==> config.mk <==
export PLATFORM = sky130hd
export DESIGN_NAME = sample_streamer
export DESIGN_NICKNAME = d
export VERILOG_FILES = /design/src/rtl/stream_pkg.sv /design/src/rtl/axis_packetize.sv /design/src/rtl/pkt_hdr_insert.sv /design/src/rtl/sample_streamer.sv /design/src/rtl/stream_ctrl_regs.sv
export VERILOG_INCLUDE_DIRS = /design/src /design/src/include
export SDC_FILE = /design/constraint.sdc
export NUM_CORES = 1
export LEC_CHECK = 0
export ABC_AREA = 1
export BUFFER_PORTS_ARGS = -buffer_cell sky130_fd_sc_hd__buf_4
export CORE_ASPECT_RATIO = 1.4
export CORE_MARGIN = 1
export CORE_UTILIZATION = 51
export CTS_CLUSTER_DIAMETER = 200
export DETAILED_ROUTE_END_ITERATION = 8
export GPL_ROUTABILITY_DRIVEN = 0
export PLACE_DENSITY = 0.8
export SLEW_MARGIN = 0
export SYNTH_ARGS = -nofsm -noshare
export SYNTH_HDL_FRONTEND = slang
export SYNTH_SLANG_ARGS = --single-unit
export TNS_END_PERCENT = 100
==> constraint.sdc <==
create_clock -name clk -period 1.8 [get_ports clk]
set_input_delay 0.36 -clock clk [delete_from_list [all_inputs] [get_ports clk]]
set_output_delay 0.36 -clock clk [all_outputs]
set_load 0.01 [all_outputs]
==> src/include/stream_settings.svh <==
// Width, packet size and flush mode macros for the sample streamer
`ifndef STREAM_SETTINGS_SVH
`define STREAM_SETTINGS_SVH

// ---------------------------------------------------------------------------
// Data path
// ---------------------------------------------------------------------------

// Width of one input sample and of one output word
`define STREAM_DATA_W 32

// Width of the packet size field, which also limits the largest packet
`define STREAM_SIZE_W 16

// ---------------------------------------------------------------------------
// Packetizer behavior
// ---------------------------------------------------------------------------

// Packet size loaded into the size register by reset
`define STREAM_DEFAULT_SIZE 8

// Zero stalls the input while the gate is closed, one drops it instead
`define STREAM_FLUSH 0

`endif

==> src/rtl/stream_pkg.sv <==
// Output word union and register map constants of the sample streamer
`default_nettype none
`include "stream_settings.svh"

package stream_pkg;

  // Width of the packet sequence number, which fills the upper header half
  localparam int SEQ_W = `STREAM_DATA_W - `STREAM_SIZE_W;

  // Width of the AXI4-Lite byte address
  localparam int REG_ADDR_W = 4;

  // ---------------------------------------------------------------------------
  // Register map
  // ---------------------------------------------------------------------------
  localparam logic [REG_ADDR_W-1:0] REG_CTRL   = 4'h0;
  localparam logic [REG_ADDR_W-1:0] REG_SIZE   = 4'h4;
  localparam logic [REG_ADDR_W-1:0] REG_STATUS = 4'h8;

  // One output stream word, seen either as a plain sample or as a header
  typedef union packed {
    logic [`STREAM_DATA_W-1:0] raw;
    struct packed {
      logic [SEQ_W-1:0]          hdr_seq;
      logic [`STREAM_SIZE_W-1:0] hdr_len;
    } hdr;
  } stream_word_u;

endpackage

`default_nettype wire
==> src/rtl/axis_packetize.sv <==
// Packetizer that cuts an untagged sample stream into packets behind a gate
`timescale 1ns/1ps
`default_nettype none
`include "stream_settings.svh"

module axis_packetize #(
  parameter int FLUSH = 0
) (
  input  logic                      clk,
  input  logic                      rst,

  // High requests that output stops at the next packet boundary
  input  logic                      i_gate,
  // Size used for the next packet that starts
  input  logic [`STREAM_SIZE_W-1:0] i_size,

  // Sample input without packet boundaries
  input  logic [`STREAM_DATA_W-1:0] i_tdata,
  input  logic                      i_tvalid,
  output logic                      o_i_tready,

  // Packet output, tuser carries the size of the current packet
  output logic [`STREAM_DATA_W-1:0] o_tdata,
  output logic                      o_tlast,
  output logic                      o_tvalid,
  input  logic                      i_o_tready,
  output logic [`STREAM_SIZE_W-1:0] o_tuser
);

  localparam int SIZE_W = `STREAM_SIZE_W;

  // Set while the next beat to leave is the first one of a packet
  logic              start_of_packet;
  // Number of beats of the current packet already transferred
  logic [SIZE_W-1:0] word_count;
  // Size sampled for the packet in flight
  logic [SIZE_W-1:0] current_size;
  // Index of the beat just before the last one
  logic [SIZE_W-1:0] last_m1;
  logic              size_is_one;

  // Output blocked when set, and at least one beat of a packet has gone out
  logic gating;
  logic mid_packet;

  logic out_xfer;
  logic boundary_ok;

  assign out_xfer    = o_tvalid && i_o_tready;
  assign last_m1     = current_size - SIZE_W'(2);
  assign size_is_one = (i_size == SIZE_W'(1));

  // ---------------------------------------------------------------------------
  // Packet size and tlast generation
  // ---------------------------------------------------------------------------

  assign o_tuser = current_size;

  // Tlast is registered, so it is already valid when the last beat appears.
  // The size is only sampled when no beat is on the output, which keeps
  // tuser steady for the whole packet, the pending first beat included
  always_ff @(posedge clk) begin
    if (rst) begin
      start_of_packet <= 1'b1;
      word_count      <= '0;
      current_size    <= SIZE_W'(`STREAM_DEFAULT_SIZE);
      o_tlast         <= (`STREAM_DEFAULT_SIZE == 1);
    end else if (gating) begin
      // Output is blocked so get ready for a fresh packet
      start_of_packet <= 1'b1;
      word_count      <= '0;
      current_size    <= i_size;
      o_tlast         <= size_is_one;
    end else if (out_xfer) begin
      if (o_tlast) begin
        // Last beat went out, the next beat opens a new packet
        start_of_packet <= 1'b1;
        word_count      <= '0;
        current_size    <= i_size;
        o_tlast         <= size_is_one;
      end else begin
        start_of_packet <= 1'b0;
        word_count      <= word_count + SIZE_W'(1);
        // Flag the following beat as the last one
        if (word_count == last_m1) begin
          o_tlast <= 1'b1;
        end
      end
    end else if (start_of_packet && !o_tvalid) begin
      // Idle between packets, so keep tracking the size input
      word_count   <= '0;
      current_size <= i_size;
      o_tlast      <= size_is_one;
    end
  end

  // ---------------------------------------------------------------------------
  // Handshake monitor and gate
  // ---------------------------------------------------------------------------

  // The gate may close only where no beat is left hanging: with nothing on
  // the output between packets, or on the tlast transfer itself
  assign boundary_ok = (!mid_packet && !o_tvalid) || (out_xfer && o_tlast);

  // Reset leaves the output gated, which gives the size one cycle to load
  always_ff @(posedge clk) begin
    if (rst) begin
      gating     <= 1'b1;
      mid_packet <= 1'b0;
    end else begin
      // The first beat of a packet does not count as mid packet
      if (out_xfer) begin
        mid_packet <= !o_tlast;
      end

      if (gating) begin
        // Opening is allowed at any time
        if (!i_gate) begin
          gating <= 1'b0;
        end
      end else if (boundary_ok) begin
        gating <= i_gate;
      end
    end
  end

  // ---------------------------------------------------------------------------
  // Data path
  // ---------------------------------------------------------------------------

  assign o_tdata  = i_tdata;
  assign o_tvalid = i_tvalid && !gating;

  // In flush mode a closed gate accepts and drops the input
  assign o_i_tready = (FLUSH != 0) ? (i_o_tready || gating) : (i_o_tready && !gating);

endmodule

`default_nettype wire

==> src/rtl/pkt_hdr_insert.sv <==
// Header inserter that puts a sequence and length word in front of each packet
`timescale 1ns/1ps
`default_nettype none
`include "stream_settings.svh"

module pkt_hdr_insert (
  input  logic                         clk,
  input  logic                         rst,

  // Packet input, tuser holds the length of the packet
  input  logic [`STREAM_DATA_W-1:0]    i_tdata,
  input  logic                         i_tvalid,
  input  logic                         i_tlast,
  input  logic [`STREAM_SIZE_W-1:0]    i_tuser,
  output logic                         o_i_tready,

  // Packet output with one header beat in front of the payload
  output logic [`STREAM_DATA_W-1:0]    o_tdata,
  output logic                         o_tvalid,
  output logic                         o_tlast,
  input  logic                         i_o_tready,

  // Number of packets whose last beat has been accepted
  output logic [stream_pkg::SEQ_W-1:0] o_pkt_count
);

  import stream_pkg::*;

  // ---------------------------------------------------------------------------
  // Packet state
  // ---------------------------------------------------------------------------

  localparam logic ST_HDR = 1'b0;
  localparam logic ST_PAY = 1'b1;

  logic             state;
  logic [SEQ_W-1:0] seq_cnt;
  stream_word_u     hdr_word;

  logic in_xfer;
  logic out_xfer;

  assign in_xfer  = i_tvalid && o_i_tready;
  assign out_xfer = o_tvalid && i_o_tready;

  // The header leaves while the first sample waits at the input.
  // Payload then flows until the input tlast is accepted
  always_ff @(posedge clk) begin
    if (rst) begin
      state <= ST_HDR;
    end else begin
      case (state)
        ST_HDR: begin
          if (out_xfer) begin
            state <= ST_PAY;
          end
        end
        default: begin
          if (in_xfer && i_tlast) begin
            state <= ST_HDR;
          end
        end
      endcase
    end
  end

  // Sequence number of the next header, wraps around at its full width
  always_ff @(posedge clk) begin
    if (rst) begin
      seq_cnt <= '0;
    end else if (state == ST_PAY && in_xfer && i_tlast) begin
      seq_cnt <= seq_cnt + SEQ_W'(1);
    end
  end

  assign o_pkt_count = seq_cnt;

  // ---------------------------------------------------------------------------
  // Header word and output mux
  // ---------------------------------------------------------------------------

  // The packetizer holds tuser steady while a beat waits, so the length
  // matches the packet that follows
  always_comb begin
    hdr_word.hdr.hdr_seq = seq_cnt;
    hdr_word.hdr.hdr_len = i_tuser;
  end

  // A pending first sample also stands for a pending header
  assign o_tvalid = i_tvalid;

  // Input is held back during the header beat
  assign o_i_tready = (state == ST_PAY) && i_o_tready;

  assign o_tdata = (state == ST_HDR) ? hdr_word.raw : i_tdata;

  // The header never ends a packet
  assign o_tlast = (state == ST_PAY) && i_tlast;

endmodule

`default_nettype wire

==> src/rtl/sample_streamer.sv <==
// Top level of the sample streamer with register block, packetizer and header
`timescale 1ns/1ps
`default_nettype none
`include "stream_settings.svh"

module sample_streamer (
  input  logic                              clk,
  input  logic                              rst,

  // AXI4-Lite control port
  input  logic [stream_pkg::REG_ADDR_W-1:0] i_awaddr,
  input  logic                              i_awvalid,
  output logic                              o_awready,
  input  logic [`STREAM_DATA_W-1:0]         i_wdata,
  input  logic [`STREAM_DATA_W/8-1:0]       i_wstrb,
  input  logic                              i_wvalid,
  output logic                              o_wready,
  output logic [1:0]                        o_bresp,
  output logic                              o_bvalid,
  input  logic                              i_bready,
  input  logic [stream_pkg::REG_ADDR_W-1:0] i_araddr,
  input  logic                              i_arvalid,
  output logic                              o_arready,
  output logic [`STREAM_DATA_W-1:0]         o_rdata,
  output logic [1:0]                        o_rresp,
  output logic                              o_rvalid,
  input  logic                              i_rready,

  // Sample input stream
  input  logic [`STREAM_DATA_W-1:0]         i_s_tdata,
  input  logic                              i_s_tvalid,
  output logic                              o_s_tready,

  // Packet output stream
  output logic [`STREAM_DATA_W-1:0]         o_m_tdata,
  output logic                              o_m_tvalid,
  input  logic                              i_m_tready,
  output logic                              o_m_tlast
);

  logic                         gate;
  logic [`STREAM_SIZE_W-1:0]    size;
  logic [stream_pkg::SEQ_W-1:0] pkt_count;

  // Packetizer to header inserter
  logic [`STREAM_DATA_W-1:0] pk_tdata;
  logic                      pk_tvalid;
  logic                      pk_tready;
  logic                      pk_tlast;
  logic [`STREAM_SIZE_W-1:0] pk_tuser;

  stream_ctrl_regs u_regs (
    .clk         (clk),
    .rst         (rst),
    .i_awaddr    (i_awaddr),
    .i_awvalid   (i_awvalid),
    .o_awready   (o_awready),
    .i_wdata     (i_wdata),
    .i_wstrb     (i_wstrb),
    .i_wvalid    (i_wvalid),
    .o_wready    (o_wready),
    .o_bresp     (o_bresp),
    .o_bvalid    (o_bvalid),
    .i_bready    (i_bready),
    .i_araddr    (i_araddr),
    .i_arvalid   (i_arvalid),
    .o_arready   (o_arready),
    .o_rdata     (o_rdata),
    .o_rresp     (o_rresp),
    .o_rvalid    (o_rvalid),
    .i_rready    (i_rready),
    .i_pkt_count (pkt_count),
    .o_gate      (gate),
    .o_size      (size)
  );

  // Samples are stalled, never dropped, while the gate is closed
  axis_packetize #(
    .FLUSH (`STREAM_FLUSH)
  ) u_packetize (
    .clk        (clk),
    .rst        (rst),
    .i_gate     (gate),
    .i_size     (size),
    .i_tdata    (i_s_tdata),
    .i_tvalid   (i_s_tvalid),
    .o_i_tready (o_s_tready),
    .o_tdata    (pk_tdata),
    .o_tlast    (pk_tlast),
    .o_tvalid   (pk_tvalid),
    .i_o_tready (pk_tready),
    .o_tuser    (pk_tuser)
  );

  pkt_hdr_insert u_hdr_insert (
    .clk         (clk),
    .rst         (rst),
    .i_tdata     (pk_tdata),
    .i_tvalid    (pk_tvalid),
    .i_tlast     (pk_tlast),
    .i_tuser     (pk_tuser),
    .o_i_tready  (pk_tready),
    .o_tdata     (o_m_tdata),
    .o_tvalid    (o_m_tvalid),
    .o_tlast     (o_m_tlast),
    .i_o_tready  (i_m_tready),
    .o_pkt_count (pkt_count)
  );

endmodule

`default_nettype wire

==> src/rtl/stream_ctrl_regs.sv <==
// AXI4-Lite slave with control, packet size and status registers
`timescale 1ns/1ps
`default_nettype none
`include "stream_settings.svh"

module stream_ctrl_regs (
  input  logic                              clk,
  input  logic                              rst,

  // Write address and write data channels
  input  logic [stream_pkg::REG_ADDR_W-1:0] i_awaddr,
  input  logic                              i_awvalid,
  output logic                              o_awready,
  input  logic [`STREAM_DATA_W-1:0]         i_wdata,
  input  logic [`STREAM_DATA_W/8-1:0]       i_wstrb,
  input  logic                              i_wvalid,
  output logic                              o_wready,

  // Write response channel
  output logic [1:0]                        o_bresp,
  output logic                              o_bvalid,
  input  logic                              i_bready,

  // Read address and read data channels
  input  logic [stream_pkg::REG_ADDR_W-1:0] i_araddr,
  input  logic                              i_arvalid,
  output logic                              o_arready,
  output logic [`STREAM_DATA_W-1:0]         o_rdata,
  output logic [1:0]                        o_rresp,
  output logic                              o_rvalid,
  input  logic                              i_rready,

  // Packet count from the header inserter
  input  logic [stream_pkg::SEQ_W-1:0]      i_pkt_count,

  // Controls for the packetizer
  output logic                              o_gate,
  output logic [`STREAM_SIZE_W-1:0]         o_size
);

  import stream_pkg::*;

  localparam int SIZE_W = `STREAM_SIZE_W;

  logic              ctrl_enable;
  logic [SIZE_W-1:0] size_reg;

  logic wr_ready;
  logic wr_start;
  logic wr_en;
  logic rd_start;
  logic rd_en;

  logic [`STREAM_DATA_W-1:0] rd_word;

  // ---------------------------------------------------------------------------
  // Write path
  // ---------------------------------------------------------------------------

  // Only one write is in flight, a new one waits for the response to clear
  assign wr_start = i_awvalid && i_wvalid && !wr_ready && !o_bvalid;
  assign wr_en    = wr_ready && i_awvalid && i_wvalid;

  // AW and W are accepted together on a single cycle pulse
  always_ff @(posedge clk) begin
    if (rst) begin
      wr_ready <= 1'b0;
      o_bvalid <= 1'b0;
    end else begin
      wr_ready <= wr_start;
      if (wr_en) begin
        o_bvalid <= 1'b1;
      end else if (i_bready) begin
        o_bvalid <= 1'b0;
      end
    end
  end

  assign o_awready = wr_ready;
  assign o_wready  = wr_ready;

  // Every access completes with OKAY
  assign o_bresp = 2'b00;

  // Register updates honor the byte strobes
  always_ff @(posedge clk) begin
    if (rst) begin
      ctrl_enable <= 1'b0;
      size_reg    <= SIZE_W'(`STREAM_DEFAULT_SIZE);
    end else if (wr_en) begin
      if (i_awaddr == REG_CTRL && i_wstrb[0]) begin
        ctrl_enable <= i_wdata[0];
      end
      if (i_awaddr == REG_SIZE) begin
        for (int b = 0; b < SIZE_W / 8; b++) begin
          if (i_wstrb[b]) begin
            size_reg[b*8 +: 8] <= i_wdata[b*8 +: 8];
          end
        end
      end
    end
  end

  // The packetizer is gated whenever streaming is disabled
  assign o_gate = !ctrl_enable;
  assign o_size = size_reg;

  // ---------------------------------------------------------------------------
  // Read path
  // ---------------------------------------------------------------------------

  assign rd_start = i_arvalid && !o_arready && !o_rvalid;
  assign rd_en    = o_arready && i_arvalid;

  // Unmapped offsets read as zero
  always_comb begin
    rd_word = '0;
    case (i_araddr)
      REG_CTRL:   rd_word[0]          = ctrl_enable;
      REG_SIZE:   rd_word[SIZE_W-1:0] = size_reg;
      REG_STATUS: rd_word[SEQ_W-1:0]  = i_pkt_count;
      default:    rd_word             = '0;
    endcase
  end

  always_ff @(posedge clk) begin
    if (rst) begin
      o_arready <= 1'b0;
      o_rvalid  <= 1'b0;
    end else begin
      o_arready <= rd_start;
      if (rd_en) begin
        o_rvalid <= 1'b1;
      end else if (i_rready) begin
        o_rvalid <= 1'b0;
      end
    end
  end

  // Read data is captured with the address handshake
  always_ff @(posedge clk) begin
    if (rd_en) begin
      o_rdata <= rd_word;
    end
  end

  assign o_rresp = 2'b00;

endmodule

`default_nettype wire

==> results of run 1 <==
## logic make-up (layout without fill, tap and decap cells)
group	Yosys count	after routing	share of synthesized area, %
adders and majority gates	3	3	0.7609
other	1	20	0.07601
AOI/OAI and AO/OA	172	172	18.69
xor gates and xnor gates	25	25	4.438
DFF	90	90	39.77
buffers and inverters	138	247	12.48
and+or+nand+nor	257	257	23.79
## worst paths after layout
check	startpoint	endpoint	slack, ns	cells after the start
worst min-delay path	i_awvalid	u_regs.o_awready$_SDFF_PP0_	0.25	3
worst max-delay path	u_hdr_insert.state$_SDFF_PP0_	o_m_tdata[15]	0.05	5
worst min register to register	u_regs.o_arready$_SDFF_PP0_	u_regs.o_arready$_SDFF_PP0_	0.45	1
worst max register to register	u_packetize.o_tuser[1]$_SDFFE_PP0P_	u_packetize.o_tlast$_SDFFE_PP0P_	0.07	12
## stage by stage
stage                     cells  setup WS [ns]  utilization (%)  cell area [um^2]  hold WS (ns)
after floorplan             705         0.2156                -              5005        0.4338
after global placement      906         0.1291            62.84              5911        0.4327
after detailed placement    906        0.06951            62.84              5911        0.4387
after CTS                   923        0.01425            66.47              6252        0.2497
after global routing        924       -0.03052            67.58              6357        0.2491
final                       924        0.05029            67.58              6357        0.2518
## synthesized netlist by cell type, drive strengths merged
library cell  count
ha                3
inv              93
and3              1
o211ai            3
nor3b             2
o22ai            10
nor3             19
xor2             15
conb              1
o221ai            1
a211oi            3
nand2           136
a31o              1
nand3            29
a21oi            61
dfxtp            74
buf              28
xnor2            10
o21ai            87
o21a              1
nand4             6
edfxtp           16
o21bai            1
nor2             60
clkbuf           17
a31oi             2
a221oi            2
nor4              4
## state kept, by name (all words and copies together) (netlist names), 16 cells and up
name and flops:
u_hdr_insert.o_pkt_count 16, u_packetize.o_tuser 16, u_packetize.word_count 16, u_regs.o_rdata 16, u_regs.o_size 16
## repair_timing
item | 4_1_cts | 5_1_grt
setup buffers | 0 | 0
resized for setup | 2 | 28
setup endpoints to repair | 2 | 14
pin swaps | 0 | 3
cloned | 1 | 1
## metal layers
layer	global-route usage (%)	wire, um	vias to the layer above
met4	17.80	740	0
met2	50.71	7396	275
met3	4.958	1014	55
met1	29.92	5080	2379
li1	-	-	2465
met5	0	0	-
## worst max-delay path, stage by stage, from the launching register on
cell and delay, ns:
dfxtp_4 0.43, buf_12 0.17, inv_1 0.13, nand2_1 0.08
nand2_1 0.08, buf_4 0.15
## report_power, final
group / internal, mW / switching, mW / total [mW]
Clock: 1.09 / 0.829 / 1.92
Combinational: 0.121 / 0.109 / 0.230
Sequential: 2.05 / 0.00575 / 2.06
## final cells by class
type	instances	area, um^2	area share (%)
timing repair buffer	138	1086	17.08
clock inverter	7	78.83	1.240
sequential	90	1968	30.96
inverter	93	349.1	5.491
clock buffer	9	225.2	3.543
multi-input combinational	477	2512	39.52
tap	110	137.6	2.165
==> results_dict.tcl, run 1 <==
set metrics [dict create \
    drt_first_pass_iters 5 \
    fp.dieArea_mm2 0.01008 \
    grt_pass1_vias 4954 \
    cts_made_buffers 9 \
    hold_buffers 0 \
    finalCritPeriodShare_pct 97.21 \
    yosysTopAreaCellShare_pct 30.03 \
    wl_per_cell_um 15.40 \
    cts_tree "built" \
    hpwl_um 9978 \
    mostFrequentLayoutCells "buf_4, nand2_1, inv_1, o21ai_0, dfxtp_1" \
    clockBufferDepth 2 \
    synth.cell_area_mm2 0.004933 \
    clock-sinks 90 \
    drc_errors 0 \
    portBuffers 122 \
    area_growth_pct 28.86 \
    synthDistinctLibCells 42 \
    wirelength_um 14230 \
    final_hold_viol_count 0 \
    start_util_pct 52.45 \
    synthCells 686 \
    rows 42 \
    yosysTopAreaCell "dfxtp_1" \
    layout-drive-gt1-share_pct 24.32 \
    ir_drop_mv 0.5789 \
    nNetsFinal 897 \
    core_area_mm2 0.009407 \
    antenna_found_initial 0 \
    rsz0062_at_grt "yes" \
    status "complete, no violations" \
    cp_data_required_time_ns 1.44 \
    critical_path_arrival_ns 1.39 \
    startpoint_type "flop" \
    grt_max_degree 33 \
    end_kind "primary output" \
    crit_type "reg -> out" \
    cts.htree.levels 3 \
    maxCapViolations 0 \
    avgSynthCellArea_um2 7.192 \
    drv_slew 0 \
    die_h_um 118.4 \
    drt_iter0_drc 302 \
    period_minus_slack_ns 1.750 \
    die_w_um 85.13 \
    ios 161 \
    yosys_warnings 0 \
    hp-class "in -> reg" \
    setup-violations-final 0 \
    finalSetupTns_ns 0 \
    fmax_mhz 571.5 \
    grt_pass1_wl_um 22290 \
    worst-path-max-fanout 16 \
    vias_per_cell 5.600 \
    synth_area_leaders "dfxtp_1, nand2_1, edfxtp_1" \
    ant_nets 0 \
    p_leak_nw 2.744 \
    insertion_delay_ns 0.35 \
    skew_ns 0.007014 \
    vias 5174 \
    mostFrequentLayoutCell "buf_4" \
    grt_overflow 0 \
    powerDensity_mw_per_mm2 661.5 \
    ys_ff_latch 90 \
    clkSlewWorstSetupHoldPaths_ns 0.06 \
    synth_seq_area_share_pct 39.77 \
    grt.total_usage_pct 28.22 \
    fillers 774 \
    power.total_mw 4.205 \
    antenna_cells 0 \
    root_buffer "clkbuf_16" \
]
No activity file was read; power rests on OpenSTA's default activity.
==> inputs of run 2 (changes only) <==
==> constraint.sdc (replaced) <==
create_clock -name clk -period 1.8 [get_ports clk]
set_input_delay 0 -clock clk [delete_from_list [all_inputs] [get_ports clk]]
set_output_delay 0 -clock clk [all_outputs]
set_load 0.01 [all_outputs]
==> run 2 against run 1 <==
- clock-buffer cell count increased by 1
- register-to-register slack better by 0.03 ns
- critical path depth increased by 1
- global-route usage grew 1.4 points
- combinational power up 22%
- largest cell class unchanged
- clock skew barely moved
- routed wire length rose by 3.9%
- sequential power barely moved
- first-iteration DRC count rose by 7.0%
- non-clock buffer count is 25 higher
- utilization grew 2.2 points
==> results_dict.tcl, run 2 (synthesis results as in run 1) <==
set metrics [dict create \
    status "complete, no violations" \
    clock-sinks 90 \
    r2r_slack_ns 0.10 \
    drv_slew 0 \
    ant_nets 0 \
    grt_pass1_vias 5195 \
    layout-drive-gt1-share_pct 22.65 \
    grt_pass1_wl_um 23550 \
    swShare_pct 21.44 \
    slew_headroom_pct 65.25 \
    power.total_mw 4.371 \
    hp-class "in -> reg" \
    rsz0062_at_grt "yes" \
    hp-start "i_s_tvalid" \
    crit_top_cell "dlygate4sd3_1" \
    antenna_found_initial 0 \
    drt_iter0_drc 323 \
    drc_errors 0 \
    comb_power_share_pct 6.4 \
    core_area_mm2 0.009407 \
    rows 42 \
    critical_path_arrival_ns 2.06 \
    die_w_um 85.13 \
    whs_ns 0.06346 \
    cts_made_buffers 9 \
    p_seq_share_pct 47.1 \
    mostFrequentLayoutCells "buf_4, nand2_1, inv_1, o21ai_0, dfxtp_1" \
    slowest_delay_ns 0.61 \
    crit_type "in -> reg" \
    vias 5213 \
    worst-path-max-fanout 2 \
    start_util_pct 52.45 \
    hpwl_um 10190 \
    p_sw_mw 0.9373 \
    portBuffers 122 \
    vias_per_cell 5.493 \
    nNetsFinal 922 \
    setup-violations-final 0 \
    area_growth_pct 33.02 \
    drt_first_pass_iters 5 \
    rr_startpoint "u_packetize.word_count[0]$_SDFFE_PP0P_" \
    powerDensity_mw_per_mm2 666.1 \
    p_clk_share_pct 46.4 \
    crit_start "i_awvalid" \
    cts_tree "built" \
    startpoint_type "primary input" \
    insertion_delay_ns 0.35 \
    wirelength_um 14780 \
    grt_max_degree 64 \
    end_kind "flop" \
    fmax_mhz 563.0 \
    fp.dieArea_mm2 0.01008 \
    grt.total_usage_pct 29.66 \
    maxCapViolations 0 \
    root_buffer "clkbuf_16" \
    grt_overflow 0 \
    cp_data_required_time_ns 2.08 \
    mostFrequentLayoutCell "buf_4" \
    finalCritPeriodShare_pct 98.67 \
    antenna_cells 0 \
    path_cells "dlygate4sd3_1, buf_4, nand2_1, dlygate4sd3_1, nor4_1, dlygate4sd3_1" \
    p_leak_nw 2.842 \
    die_h_um 118.4 \
    final_hold_viol_count 0 \
    cts.htree.levels 3 \
    wl_per_cell_um 15.57 \
    p_int_mw 3.434 \
    critPathSlowestCell "dlygate4sd3_1" \
    tightestPinTransition_ns 0.5207 \
    clkSlewWorstSetupHoldPaths_ns 0.06 \
    ios 161 \
    period_minus_slack_ns 1.776 \
    skew_ns 0.006705 \
    ir_drop_mv 0.5031 \
    clockBufferDepth 2 \
]
==> run 2: changes by cell type in the layout (fill, tap and decap cells not counted), sizes merged <==
cell and change:
bufinv +1, clkinv -1, buf -1, inv -1, dlygate4sd3 +27
==> run 2: metrics by stage <==
step | setup slack, ns | util, % | cells | area [um^2] | TNS, ns
5_1_grt | -0.05654 | 69.77 | 949 | 6563 | -0.05654
3_3_place_gp | 0.1772 | 62.60 | 903 | 5888 | 0
4_1_cts | 0.01947 | 68.91 | 946 | 6482 | 0
2_1_floorplan | 0.2156 | - | 705 | 5005 | 0
3_5_place_dp | 0.06629 | 62.60 | 903 | 5888 | 0
6_report | 0.02394 | 69.77 | 949 | 6563 | 0
==> run 2: what timing repair did <==
action	in CTS	in global routing
pin swaps	0	4
gates resized for setup	1	18
buffers inserted	0	3
endpoints found under the hold margin	24	0
setup endpoints to repair	1	10
hold buffers	27	0
==> run 2: metal layers <==
layer	GRT usage (%)	share of wire, %	vias up
met5	0	0	-
met4	18.54	5.6	0
met3	5.307	6.1	57
met2	54.13	53	264
met1	30.72	36	2386
li1	-	-	2506
==> run 2: final timing paths <==
kind                            cells after the start                                      end
worst max-delay path                                6              u_regs.o_awready$_SDFF_PP0_
worst min-delay path                                5            u_hdr_insert.state$_SDFF_PP0_
worst max register to register                     10  u_packetize.word_count[12]$_SDFFE_PP0P_
worst min register to register                      1              u_regs.o_arready$_SDFF_PP0_
==> run 2: power by group through the flow <==
stage	sequential [mW]	clock [mW]	combinational, mW
after floorplan	2.11	0	0.103
after global placement	2.11	0	0.224
after detailed placement	2.10	0	0.229
final	2.06	2.03	0.281
after global routing	2.06	2.12	0.301
after CTS	2.06	2.03	0.272
==> run 2: final cells by class <==
class | instances | area, um^2
Fill cell | 743 | 2844
Multi-Input combinational cell | 477 | 2481
Sequential cell | 90 | 1964
Timing Repair Buffer | 163 | 1308
Inverter | 93 | 352.8
Clock buffer | 10 | 229.0
Tap cell | 110 | 137.6
Clock inverter | 6 | 90.09
==> run 2: critical path, delay by kind of cell <==
| kind | cells | cell delay, ns |
|---|---|---|
| buf+inv | 4 | 1.81 |
| simple gates | 2 | 0.25 |
